--- config.mk ---
export PLATFORM = sky130hd
export DESIGN_NAME = tlk2711_rx_top
export DESIGN_NICKNAME = d
export VERILOG_FILES = /design/src/source/tlk_rx_pkg.sv /design/src/source/frame_info_if.sv /design/src/source/tlk_frame_parser.sv /design/src/source/tlk_loss_monitor.sv /design/src/source/tlk_rx_report.sv /design/src/source/tlk2711_rx_top.sv
export SDC_FILE = /design/constraint.sdc
export NUM_CORES = 1
export LEC_CHECK = 0
export ABC_CLOCK_PERIOD_IN_PS = 3600
export BUFFER_PORTS_ARGS = -buffer_cell sky130_fd_sc_hd__buf_2
export CORE_ASPECT_RATIO = 0.75
export CORE_MARGIN = 8
export CORE_UTILIZATION = 45
export CTS_CLUSTER_DIAMETER = 40
export DETAILED_ROUTE_END_ITERATION = 8
export GPL_TIMING_DRIVEN = 0
export SYNTH_ARGS = -nofsm -noshare
export SYNTH_HDL_FRONTEND = slang
export SYNTH_SLANG_ARGS = --single-unit
--- constraint.sdc ---
create_clock -name i_2711_rx_clk -period 3.6 [get_ports i_2711_rx_clk]
set_input_delay 0.36 -clock i_2711_rx_clk [delete_from_list [all_inputs] [get_ports i_2711_rx_clk]]
set_output_delay 0.36 -clock i_2711_rx_clk [all_outputs]
set_load 0.05 [all_outputs]
--- src/source/tlk_rx_pkg.sv ---
// tlk2711 receive parser shared code words, widths, state type and header word view
package tlk_rx_pkg;

    ////////////////////////////////////////
    // stream widths
    ////////////////////////////////////////

    // serdes word, two bytes per clock
    localparam int WORD_W = 16;
    // line number carried over two header words
    localparam int LINE_W = 24;

    ////////////////////////////////////////
    // code words
    ////////////////////////////////////////

    // sync pair, k char low byte, data high byte
    localparam logic [7:0] K28_5 = 8'hBC;
    localparam logic [7:0] D5_6  = 8'hC5;

    // start of frame pair, k char in both bytes
    localparam logic [7:0] K27_7 = 8'hFB;
    localparam logic [7:0] K28_2 = 8'h5C;

    // upper half arrives first, then lower half
    localparam logic [31:0] FRAME_HEAD_FLAG = 32'heb90_e116;

    // all ones with both k flags means the link dropped
    localparam logic [WORD_W-1:0] LINK_LOSS_WORD = 16'hFFFF;

    ////////////////////////////////////////
    // receive fsm
    ////////////////////////////////////////

    typedef enum logic [3:0] {
        idle_s        = 4'd0,
        sync_s        = 4'd1,
        frame_head_s  = 4'd2,
        data_type_s   = 4'd3,
        line_infor_s  = 4'd4,
        data_length_s = 4'd5,
        recv_data_s   = 4'd6,
        check_data_s  = 4'd7,
        frame_end1_s  = 4'd8,
        frame_end2_s  = 4'd9
    } rx_state_t;

    // first header word, fields from the msb end
    typedef struct packed {
        logic [1:0] file_end;
        logic [1:0] channel_id;
        logic [3:0] data_type;
        logic [7:0] line_hi;
    } hdr_fields_t;

    // same word seen raw by the checksum adder
    typedef union packed {
        logic [WORD_W-1:0] raw;
        hdr_fields_t       f;
    } hdr_word_u;

endpackage

--- src/source/frame_info_if.sv ---
// decoded frame fields and done strobe from the parser to the report block
`timescale 1ns/1ps

interface frame_info_if;

    // one cycle, frame finished
    logic                              frame_done;
    // level, held until next compare
    logic                              checksum_err;

    // header fields, stable from data_length onward
    logic [3:0]                        data_type;
    logic [1:0]                        channel_id;
    logic                              file_end;
    logic [tlk_rx_pkg::LINE_W-1:0]     line_number;
    // payload length in bytes
    logic [tlk_rx_pkg::WORD_W-1:0]     data_length;

    modport src (output frame_done, checksum_err, data_type, channel_id,
                 file_end, line_number, data_length);

    modport dst (input frame_done, checksum_err, data_type, channel_id,
                 file_end, line_number, data_length);

endinterface

--- src/source/tlk_frame_parser.sv ---
// receive fsm, locks on sync and head flag, decodes header, counts payload and checks sum
`timescale 1ns/1ps

module tlk_frame_parser (
    input  logic                          i_2711_rx_clk,
    input  logic                          i_rst_n,
    input  logic                          i_2711_rkmsb,
    input  logic                          i_2711_rklsb,
    input  logic [tlk_rx_pkg::WORD_W-1:0] i_2711_rxd,
    output logic                          o_in_frame,
    output tlk_rx_pkg::rx_state_t         o_state,
    frame_info_if.src                     info
);

    tlk_rx_pkg::rx_state_t          cs;
    tlk_rx_pkg::rx_state_t          ns;
    // current word through the header view
    tlk_rx_pkg::hdr_word_u          word_u;
    // one word delay for the 32 bit head flag
    logic [tlk_rx_pkg::WORD_W-1:0]  prev_word;
    logic [tlk_rx_pkg::WORD_W-2:0]  word_cnt;
    logic [tlk_rx_pkg::WORD_W-1:0]  checksum;
    logic                           payload_last;

    assign word_u.raw = i_2711_rxd;

    // length is in bytes, two bytes per word
    assign payload_last = (word_cnt == info.data_length[tlk_rx_pkg::WORD_W-1:1] - 15'd1);

    ////////////////////////////////////////
    // state machine
    ////////////////////////////////////////

    always_ff @(posedge i_2711_rx_clk or negedge i_rst_n) begin
        if (!i_rst_n) begin
            cs <= tlk_rx_pkg::idle_s;
        end else begin
            cs <= ns;
        end
    end

    always_comb begin
        ns = cs;
        case (cs)
            tlk_rx_pkg::idle_s: begin
                // k flag only on the low byte
                if (!i_2711_rkmsb && i_2711_rklsb &&
                    i_2711_rxd == {tlk_rx_pkg::D5_6, tlk_rx_pkg::K28_5}) begin
                    ns = tlk_rx_pkg::sync_s;
                end
            end
            tlk_rx_pkg::sync_s: begin
                if (i_2711_rkmsb && i_2711_rklsb &&
                    i_2711_rxd == {tlk_rx_pkg::K28_2, tlk_rx_pkg::K27_7}) begin
                    ns = tlk_rx_pkg::frame_head_s;
                end
            end
            tlk_rx_pkg::frame_head_s: begin
                // wait here until both halves line up
                if ({prev_word, i_2711_rxd} == tlk_rx_pkg::FRAME_HEAD_FLAG) begin
                    ns = tlk_rx_pkg::data_type_s;
                end
            end
            tlk_rx_pkg::data_type_s:   ns = tlk_rx_pkg::line_infor_s;
            tlk_rx_pkg::line_infor_s:  ns = tlk_rx_pkg::data_length_s;
            tlk_rx_pkg::data_length_s: ns = tlk_rx_pkg::recv_data_s;
            tlk_rx_pkg::recv_data_s: begin
                if (payload_last) begin
                    ns = tlk_rx_pkg::check_data_s;
                end
            end
            tlk_rx_pkg::check_data_s:  ns = tlk_rx_pkg::frame_end1_s;
            tlk_rx_pkg::frame_end1_s:  ns = tlk_rx_pkg::frame_end2_s;
            default:                   ns = tlk_rx_pkg::idle_s;
        endcase
    end

    // header through checksum word
    assign o_in_frame = (cs >= tlk_rx_pkg::data_type_s) && (cs <= tlk_rx_pkg::check_data_s);
    assign o_state    = cs;

    always_ff @(posedge i_2711_rx_clk) begin
        prev_word <= i_2711_rxd;
    end

    ////////////////////////////////////////
    // header capture
    ////////////////////////////////////////

    always_ff @(posedge i_2711_rx_clk) begin
        if (cs == tlk_rx_pkg::data_type_s) begin
            info.file_end                <= word_u.f.file_end[0];
            info.channel_id              <= word_u.f.channel_id;
            info.data_type               <= word_u.f.data_type;
            info.line_number[23:16]      <= word_u.f.line_hi;
        end
        if (cs == tlk_rx_pkg::line_infor_s) begin
            info.line_number[15:0] <= i_2711_rxd;
        end
        if (cs == tlk_rx_pkg::data_length_s) begin
            info.data_length <= i_2711_rxd;
        end
    end

    ////////////////////////////////////////
    // payload count and checksum
    ////////////////////////////////////////

    always_ff @(posedge i_2711_rx_clk or negedge i_rst_n) begin
        if (!i_rst_n) begin
            word_cnt          <= '0;
            checksum          <= '0;
            info.checksum_err <= 1'b0;
            info.frame_done   <= 1'b0;
        end else begin
            if (cs == tlk_rx_pkg::recv_data_s) begin
                word_cnt <= word_cnt + 15'd1;
            end else begin
                word_cnt <= '0;
            end

            case (cs)
                tlk_rx_pkg::idle_s, tlk_rx_pkg::sync_s, tlk_rx_pkg::frame_head_s: begin
                    checksum          <= '0;
                    info.checksum_err <= 1'b0;
                end
                tlk_rx_pkg::data_type_s, tlk_rx_pkg::line_infor_s,
                tlk_rx_pkg::data_length_s, tlk_rx_pkg::recv_data_s: begin
                    // wraps at 16 bits
                    checksum <= checksum + word_u.raw;
                end
                tlk_rx_pkg::check_data_s: begin
                    info.checksum_err <= (checksum != i_2711_rxd);
                end
                default: begin
                    checksum <= checksum;
                end
            endcase

            // lands while frame_end2 is current
            info.frame_done <= (cs == tlk_rx_pkg::frame_end1_s);
        end
    end

endmodule

--- src/source/tlk_loss_monitor.sv ---
// link loss and sync loss detection, one pulse per fault then a holdoff window
`timescale 1ns/1ps

module tlk_loss_monitor #(
    parameter int LOSS_HOLDOFF = 10_000_000
) (
    input  logic                          i_2711_rx_clk,
    input  logic                          i_rst_n,
    input  logic                          i_2711_rkmsb,
    input  logic                          i_2711_rklsb,
    input  logic [tlk_rx_pkg::WORD_W-1:0] i_2711_rxd,
    input  logic                          i_in_frame,
    input  logic                          i_link_loss_det_ena,
    input  logic                          i_sync_loss_det_ena,
    output logic                          o_link_loss,
    output logic                          o_sync_loss
);

    // channel 0 is link loss, channel 1 is sync loss
    logic [1:0]  ena;
    logic [1:0]  det;
    logic [1:0]  pulse;
    logic [1:0]  hold;
    logic [23:0] timer [2];

    assign ena = {i_sync_loss_det_ena, i_link_loss_det_ena};

    // k coded all ones word
    assign det[0] = i_2711_rkmsb && i_2711_rklsb && (i_2711_rxd == tlk_rx_pkg::LINK_LOSS_WORD);
    // any k char between header and checksum
    assign det[1] = (i_2711_rkmsb || i_2711_rklsb) && i_in_frame;

    ////////////////////////////////////////
    // per channel pulse and holdoff
    ////////////////////////////////////////

    always_ff @(posedge i_2711_rx_clk or negedge i_rst_n) begin
        if (!i_rst_n) begin
            pulse    <= '0;
            hold     <= '0;
            timer[0] <= '0;
            timer[1] <= '0;
        end else begin
            for (int ch = 0; ch < 2; ch++) begin
                if (!ena[ch]) begin
                    // disabled channel stays fully idle
                    pulse[ch] <= 1'b0;
                    hold[ch]  <= 1'b0;
                    timer[ch] <= '0;
                end else if (det[ch] && !hold[ch]) begin
                    // fault seen, start holdoff on the same edge
                    pulse[ch] <= 1'b1;
                    hold[ch]  <= 1'b1;
                    timer[ch] <= '0;
                end else begin
                    pulse[ch] <= 1'b0;
                    if (hold[ch]) begin
                        if (timer[ch] == 24'(LOSS_HOLDOFF - 1)) begin
                            hold[ch]  <= 1'b0;
                            timer[ch] <= '0;
                        end else begin
                            timer[ch] <= timer[ch] + 24'd1;
                        end
                    end
                end
            end
        end
    end

    assign o_link_loss = pulse[0];
    assign o_sync_loss = pulse[1];

endmodule

--- src/source/tlk_rx_report.sv ---
// registered frame report, frame counter and merged loss interrupt
`timescale 1ns/1ps

module tlk_rx_report (
    input  logic                          i_2711_rx_clk,
    input  logic                          i_rst_n,
    input  logic                          i_link_loss,
    input  logic                          i_sync_loss,
    frame_info_if.dst                     info,
    output logic                          o_frame_valid,
    output logic [tlk_rx_pkg::WORD_W-1:0] o_frame_length,
    output logic [tlk_rx_pkg::LINE_W-1:0] o_frame_num,
    output logic [3:0]                    o_data_type,
    output logic [1:0]                    o_channel_id,
    output logic                          o_file_end,
    output logic                          o_checksum_err,
    output logic [15:0]                   o_frame_count,
    output logic                          o_loss_irq
);

    ////////////////////////////////////////
    // strobes and counters
    ////////////////////////////////////////

    always_ff @(posedge i_2711_rx_clk or negedge i_rst_n) begin
        if (!i_rst_n) begin
            o_frame_valid  <= 1'b0;
            o_checksum_err <= 1'b0;
            o_frame_count  <= '0;
            o_loss_irq     <= 1'b0;
        end else begin
            o_frame_valid <= info.frame_done;
            if (info.frame_done) begin
                o_checksum_err <= info.checksum_err;
                // wraps after 65535 frames
                o_frame_count  <= o_frame_count + 16'd1;
            end
            // either fault raises one interrupt
            o_loss_irq <= i_link_loss || i_sync_loss;
        end
    end

    // frame fields follow the done strobe
    always_ff @(posedge i_2711_rx_clk) begin
        if (info.frame_done) begin
            o_frame_length <= info.data_length;
            o_frame_num    <= info.line_number;
            o_data_type    <= info.data_type;
            o_channel_id   <= info.channel_id;
            o_file_end     <= info.file_end;
        end
    end

endmodule

--- src/source/tlk2711_rx_top.sv ---
// tlk2711 receive top, parser, loss monitor and report on plain ports
`timescale 1ns/1ps

module tlk2711_rx_top #(
    parameter int LOSS_HOLDOFF = 10_000_000
) (
    input  logic                          i_2711_rx_clk,
    input  logic                          i_rst_n,
    input  logic                          i_2711_rkmsb,
    input  logic                          i_2711_rklsb,
    input  logic [tlk_rx_pkg::WORD_W-1:0] i_2711_rxd,
    input  logic                          i_link_loss_det_ena,
    input  logic                          i_sync_loss_det_ena,
    output logic                          o_frame_valid,
    output logic [tlk_rx_pkg::WORD_W-1:0] o_frame_length,
    output logic [tlk_rx_pkg::LINE_W-1:0] o_frame_num,
    output logic [3:0]                    o_data_type,
    output logic [1:0]                    o_channel_id,
    output logic                          o_file_end,
    output logic                          o_checksum_err,
    output logic [15:0]                   o_frame_count,
    output logic                          o_loss_irq,
    output logic                          o_link_loss,
    output logic                          o_sync_loss,
    output logic [3:0]                    o_rx_state
);

    frame_info_if          info ();
    tlk_rx_pkg::rx_state_t rx_state;
    logic                  in_frame;
    logic                  link_loss;
    logic                  sync_loss;

    // state exported for status reads
    assign o_rx_state  = rx_state;
    assign o_link_loss = link_loss;
    assign o_sync_loss = sync_loss;

    tlk_frame_parser u_parser (
        .i_2711_rx_clk (i_2711_rx_clk),
        .i_rst_n       (i_rst_n),
        .i_2711_rkmsb  (i_2711_rkmsb),
        .i_2711_rklsb  (i_2711_rklsb),
        .i_2711_rxd    (i_2711_rxd),
        .o_in_frame    (in_frame),
        .o_state       (rx_state),
        .info          (info.src)
    );

    tlk_loss_monitor #(
        .LOSS_HOLDOFF (LOSS_HOLDOFF)
    ) u_loss_monitor (
        .i_2711_rx_clk       (i_2711_rx_clk),
        .i_rst_n             (i_rst_n),
        .i_2711_rkmsb        (i_2711_rkmsb),
        .i_2711_rklsb        (i_2711_rklsb),
        .i_2711_rxd          (i_2711_rxd),
        .i_in_frame          (in_frame),
        .i_link_loss_det_ena (i_link_loss_det_ena),
        .i_sync_loss_det_ena (i_sync_loss_det_ena),
        .o_link_loss         (link_loss),
        .o_sync_loss         (sync_loss)
    );

    tlk_rx_report u_report (
        .i_2711_rx_clk  (i_2711_rx_clk),
        .i_rst_n        (i_rst_n),
        .i_link_loss    (link_loss),
        .i_sync_loss    (sync_loss),
        .info           (info.dst),
        .o_frame_valid  (o_frame_valid),
        .o_frame_length (o_frame_length),
        .o_frame_num    (o_frame_num),
        .o_data_type    (o_data_type),
        .o_channel_id   (o_channel_id),
        .o_file_end     (o_file_end),
        .o_checksum_err (o_checksum_err),
        .o_frame_count  (o_frame_count),
        .o_loss_irq     (o_loss_irq)
    );

endmodule

Yosys cells after proc, flatten, opt, wreduce, memory -nomap -nowiden
Index checks and enable logic that the tools add are counted.
- register bits after elaboration: 218
- bits in latches: 0
- memory bits (writable): 0
- memory bits (read-only): 0
- bits of input ports: 22
- output and inout port bits: 72
- word-level logic and storage cells: 103
- memories kept: 0
- $add $sub $neg: 6
- $mul: 0
- divide/modulo/power cells: 0
- magnitude comparators: 2
- equality and inequality tests: 22
- shift operators: 0
- multiplexer cells: 28
- bitwise gates (word level): 0
- reductions and logical operators: 20
- operators with widths (cell ; count):
    two-way mux 24 bit ; 8
    adder 24 x 1 -> 24 bit (second input constant) ; 2
    equality test 24 bit (second input constant) ; 2
    case mux 4 bit (9 select lines) ; 1
    equality test 16 bit (second input constant) ; 2
    equality test 32 bit (second input constant) ; 1
    case mux 16 bit (2 select lines) ; 1
    adder 16 x 1 -> 16 bit (second input constant) ; 1
    adder 16 bit ; 1
    equality test 16 x 15 -> 1 bit (second input constant) ; 1
    equality test 4 x 3 -> 1 bit (second input constant) ; 4
    two-way mux 4 bit ; 4
    inequality test 16 bit ; 1
    adder 15 x 1 -> 15 bit (second input constant) ; 1
    equality test 15 bit ; 1
    two-way mux 15 bit ; 1
    subtractor 15 x 1 -> 15 bit (second input constant) ; 1
    two-way mux 1 bit ; 12
    logical AND 1 bit ; 9
    equality test 4 x 2 -> 1 bit (second input constant) ; 2
    inequality test 2 x 1 -> 1 bit (second input constant) ; 4
    inequality test 3 x 1 -> 1 bit (second input constant) ; 2
    equality test 4 x 1 -> 1 bit (second input constant) ; 1
    equality test 4 bit (second input constant) ; 1
    10 further kinds ; 14

Depth between registers and ports, before layout
- depth after elaboration: 6
- gate-level depth with buffers: 10
- depth with buffers taken out: 9

Hierarchy
Synthesis repeated with hierarchy kept, for this count alone.
- cells, all modules: 836
- area, all modules: 9954.5 µm²
- by module, submodules not included (module ; times used ; cells an instance ; area each (µm²) ; seq. area each (µm²)):
    tlk_frame_parser ; 1 ; 383 ; 4616.9 ; 2657.5
    tlk_loss_monitor ; 1 ; 346 ; 3129.3 ; 1301.2
    tlk_rx_report ; 1 ; 107 ; 2208.4 ; 1886.8

Worst setup path before layout
No wires, ideal clock.
- kind: register to register
- start: register u_parser.info.frame_done
- end: register u_report.o_frame_count[13]
- library setup time: 0.141 ns
- data arrival time: 2.597 ns
- data required time: 3.459 ns
- setup slack: 0.862 ns
- stages on the path, launching flop included: 8
- buffers on the path: 1
- period minus slack after synthesis: 2.738 ns
- cell sequence: dfrtp_1 clkbuf_1 nand4_1 nor2_1 and3_1 nor2b_1 nand3_1 xnor2_1
- RTL lines (item ; RTL line ; text):
    start: declaration ; frame_info_if.sv:19 ; modport src (output frame_done, checksum_err, data_type, channel_id,
    start signal: assignment ; tlk_frame_parser.sv:141 ; info.frame_done <= (cs == tlk_rx_pkg::frame_end1_s);
    end signal: assignment ; tlk_rx_report.sv:36 ; o_frame_count <= o_frame_count + 16'd1;
    end: declaration ; tlk_rx_report.sv:17 ; output logic [15:0] o_frame_count,

Worst setup path after layout
- start: register u_loss_monitor.timer[0] (netlist bit)
- end: register u_loss_monitor.timer[1] (netlist bit)
- longest elaborated chain between the ends: 5
- elaborated cells between the ends (all ways): 6
- those cells by class: add/sub: 1; eq/ne: 1; mux: 4
- ends and longest elaborated chain (item ; RTL line ; text):
    start: declaration ; tlk_loss_monitor.sv:24 ; logic [23:0] timer [2];
    start signal: indexed assignment ; tlk_loss_monitor.sv:62 ; timer[ch] <= timer[ch] + 24'd1;
    adder 24 x 1 -> 24 bit or equality test 24 bit (tied branches) ; tlk_loss_monitor.sv:62, tlk_loss_monitor.sv:58 ;
    two-way mux 24 bit (*) ; tlk_loss_monitor.sv:58 ; if (timer[ch] == 24'(LOSS_HOLDOFF - 1)) begin
    two-way mux 24 bit (*) ; tlk_loss_monitor.sv:57 ; if (hold[ch]) begin
    two-way mux 24 bit (*) ; tlk_loss_monitor.sv:50 ; end else if (det[ch] && !hold[ch]) begin
    two-way mux 24 bit (*) ; tlk_loss_monitor.sv:45 ; if (!ena[ch]) begin
Mark *: on every way between the ends. The rest lies on a longest branch, timed or not. The select of a mux whose other input is x is not followed.
A chain may end at the register's enable or synchronous reset.

==> results_dict.tcl <==
set metrics [dict create \
    yosysWarnings 0 \
    cts_max_level 1 \
    holdCritStartpoint "i_2711_rxd[4]" \
    antenna_cells_inserted 0 \
    critical_path_class "reg -> reg" \
    fp.dieH_um 142.6 \
    tritoncts "yes" \
    timing.critical_path.buf_inv 1 \
    portBuffers 93 \
    drt-initial-drc-count 551 \
    gp_congestion 0.8314 \
    grt_start_max_net_pins 96 \
    fillCellCount 1877 \
    design.final.nets 1004 \
    drive_above_1_share 0.1726 \
    nets_in_the_synthesized_netlist 874 \
    leakagePower_nw 4.739 \
    clock_latency_ns 0.56 \
    worstSetupStartpoint "u_loss_monitor.timer[0]" \
    timing.critical_path.slowest_stage_cell "sky130_fd_sc_hd__nor4_1" \
    synth-edff-count 94 \
    ctsLongestPathBuffers 3 \
    placed_cells_incl_taps 1216 \
    clkSlewWorstSetupHoldPaths_ns 0.06 \
    fp-row-count 46 \
    initial_antenna_violation_count 0 \
    core_area_um2 21070 \
    power_density_nw_per_um2 665.2 \
    synth-async-reset-ratio 0.4954 \
    maxSlewHeadroom 0.1384 \
    crit_arrival_ns 3.20 \
    avgSynthCellArea_um2 11.58 \
    hold_viol 0 \
    post-layout-total-power_mw 7.698 \
    setup.reg_to_reg.worst_slack_ns 0.85 \
    ir_drop_worst_vdd_v 0.0003730 \
    outcome "finished, final reports clean" \
    drc_errors 0 \
    cts_sinks 218 \
    rr_worst_depth 7 \
    post_synthesis_sequential_area_ratio 0.6076 \
    floorplan.die_area_um2 26360 \
    tns_ns 0 \
    cts_root_buffer "sky130_fd_sc_hd__clkbuf_16" \
    crit_fanout 10 \
    start_util 0.4567 \
    min_path_cells 1 \
    crit_path_end_kind "register" \
    achievable-frequency_ghz 0.3631 \
    grt_pass1_wl_um 35630 \
    unrepaired_setup_endpoints_after_global_routing "no" \
    drt-wirelength-per-cell_um 17.50 \
    critPathLaunchType "register" \
    drt-total-wl_um 22280 \
    hold_class "in -> reg" \
    finalSetupViolations 0 \
    grt_pass1_vias 6485 \
    post_synth_instance_area_um2 9620 \
    postSynthCellCount 831 \
    worst_r2r_startpoint "u_loss_monitor.timer[0]" \
    cts_made_buffers 30 \
    critical-path-top-delay-family "simple AND/OR/NAND/NOR gates" \
    antenna_violating_nets_post_route 0 \
    yosysUniqueCellTypes 66 \
    setup_bufs_post_cts 0 \
    clock_skew_ns 0.02833 \
    area_delta_synth_final_pct 20.29 \
    grt_overflow 0 \
    worstReg2RegEnd "u_loss_monitor.timer[1]" \
    post-route-min-period_ns 2.754 \
    die_x_um 184.8 \
    worst_max_slew_pin_slew_ns 1.290 \
    fin_crit_sh 0.7650 \
    holdPathEnd "u_parser.prev_word[4]" \
    worst_ep_required_time_ns 4.05 \
    crit_path_max_incr_delay_ns 0.59 \
    dp_wirelength_um 15430 \
    avgViaCountPerCell 5.405 \
    io-pin-count 94 \
    max-cap-violations 0 \
    synth-seq-cells 218 \
    path_cells "ha_1, and3_1, nand4_1, nor4_1, nor2_1, clkbuf_1, a22o_1" \
    firstDrtPassIters 5 \
    grt_use_total 0.1672 \
    finalMaxSlewViolations 0 \
    finalNonFillerCells 1273 \
    detailedPlace.worstSlack_ns 0.8684 \
    fin_ws_ns 0.8462 \
    synth_top_flop_cell "sky130_fd_sc_hd__dfrtp_1" \
    routed-via-count 6881 \
]
[final cells by class]
type | count | area [um2] | area share
flip-flops and latches | 218 | 5847 | 0.5052
multi-input cells | 576 | 3628 | 0.3135
clock buffers | 33 | 772.0 | 0.06671
repair buffers | 98 | 548.0 | 0.04736
well taps | 288 | 360.3 | 0.03114
clock inverters | 23 | 260.3 | 0.02249
plain buffers | 24 | 107.6 | 0.009298
inverters | 13 | 48.80 | 0.004217
[sequential cells by signal (all words and copies together) (netlist names), 4 cells and up]
register / count
u_loss_monitor.timer: 48
u_parser.info.line_number: 24
u_report.o_frame_num: 24
u_parser.checksum: 16
u_parser.info.data_length: 16
u_parser.prev_word: 16
u_report.o_frame_count: 16
u_report.o_frame_length: 16
u_parser.word_cnt: 15
u_parser.info.data_type: 4
u_parser.o_state: 4
u_report.o_data_type: 4
[worst max path at each step]
| stage | slack, ns | end | cells after the start |
|---|---|---|---|
| 5_1_grt | 0.65 | u_loss_monitor.timer[11] | 8 |
| 3_3_place_gp | 0.15 | u_report.o_frame_count[15] | 7 |
| 6_report | 0.85 | u_loss_monitor.timer[1] | 7 |
| 3_5_place_dp | 0.87 | u_loss_monitor.timer[1] | 7 |
| 4_1_cts | 0.86 | u_loss_monitor.timer[1] | 7 |
| 2_1_floorplan | 0.86 | u_report.o_frame_count[13] | 7 |
[synthesized netlist by cell type, types with 18 or more instances]
master / n / area share
sky130_fd_sc_hd__o21ai_0: 66 / 0.034
sky130_fd_sc_hd__nor2_1: 78 / 0.030
sky130_fd_sc_hd__dfrtp_1: 108 / 0.28
sky130_fd_sc_hd__nand4_1: 27 / 0.018
sky130_fd_sc_hd__clkbuf_1: 18 / 0.0070
sky130_fd_sc_hd__nand2_1: 55 / 0.021
sky130_fd_sc_hd__a21oi_1: 29 / 0.015
sky130_fd_sc_hd__nor3_1: 20 / 0.010
sky130_fd_sc_hd__xnor2_1: 29 / 0.026
sky130_fd_sc_hd__o31ai_1: 20 / 0.016
sky130_fd_sc_hd__ha_1: 20 / 0.026
sky130_fd_sc_hd__edfxtp_1: 94 / 0.29
sky130_fd_sc_hd__xor2_1: 32 / 0.029
sky130_fd_sc_hd__nand3_1: 40 / 0.021
[stage by stage]
step	util	hold slack (ns)	cell area, um2
after floorplan	-	0.06441	9620
after global placement	0.4959	0.4006	10450
after detailed placement	0.4999	0.2029	10530
after CTS	0.5494	0.001813	11570
after global routing	0.5494	0.01105	11570
final	0.5494	0.02976	11570
[power by group]
group          switching [mW]  total [mW]  internal [mW]
Combinational            1.10        1.67          0.574
Sequential              0.179        3.12           2.94
Clock                    1.17        2.91           1.74
[per-layer routing]
metal  GRT usage  share of wire  up-vias
met5           0              0        -
met3     0.02945          0.060       36
met2      0.2458           0.43      177
met1      0.2524           0.49     3306
met4     0.03908          0.019        0
li1            -              -     3362
[timing repair]
action | in CTS | in global routing
endpoints found under the setup margin | 0 | 0
hold endpoints to repair | 41 | 0
hold buffers | 1 | 0
resized for setup | 0 | 0
[cells by family after synthesis]
| family | count (synthesis) | share of synthesized area |
|---|---|---|
| AOI/OAI and AO/OA | 176 | 0.1163 |
| muxes | 4 | 0.004682 |
| DFF | 218 | 0.6076 |
| and+or+nand+nor | 314 | 0.1715 |
| xor gates and xnor gates | 61 | 0.05553 |
| buffers and inverters | 37 | 0.01626 |
| adders and majority gates | 21 | 0.02809 |
[cell usage in the layout, fill, tap and decap left out, types with 5 or more instances in the layout]
master and n:
sky130_fd_sc_hd__a21oi_1 29, sky130_fd_sc_hd__dfrtp_1 107, sky130_fd_sc_hd__nor4b_1 6, sky130_fd_sc_hd__nor3_1 18
sky130_fd_sc_hd__nor2b_1 12, sky130_fd_sc_hd__o31ai_1 20, sky130_fd_sc_hd__nand2_1 55, sky130_fd_sc_hd__nand4_1 27
sky130_fd_sc_hd__dfxtp_1 16, sky130_fd_sc_hd__xor2_1 32, sky130_fd_sc_hd__buf_4 5, sky130_fd_sc_hd__nand3_1 40
sky130_fd_sc_hd__and3_1 11, sky130_fd_sc_hd__a31oi_1 5, sky130_fd_sc_hd__clkbuf_1 20, sky130_fd_sc_hd__nor4_1 14
sky130_fd_sc_hd__nand3b_1 6, sky130_fd_sc_hd__a21o_1 10, sky130_fd_sc_hd__nand2b_1 10, sky130_fd_sc_hd__clkbuf_16 30
sky130_fd_sc_hd__xnor2_1 29, sky130_fd_sc_hd__ha_1 20, sky130_fd_sc_hd__o21ai_0 66, sky130_fd_sc_hd__or3_1 6
sky130_fd_sc_hd__inv_1 12, sky130_fd_sc_hd__a22o_1 15, sky130_fd_sc_hd__buf_2 94, sky130_fd_sc_hd__edfxtp_1 94
sky130_fd_sc_hd__nor2_1 78
No activity file was read; power rests on OpenSTA's default activity.
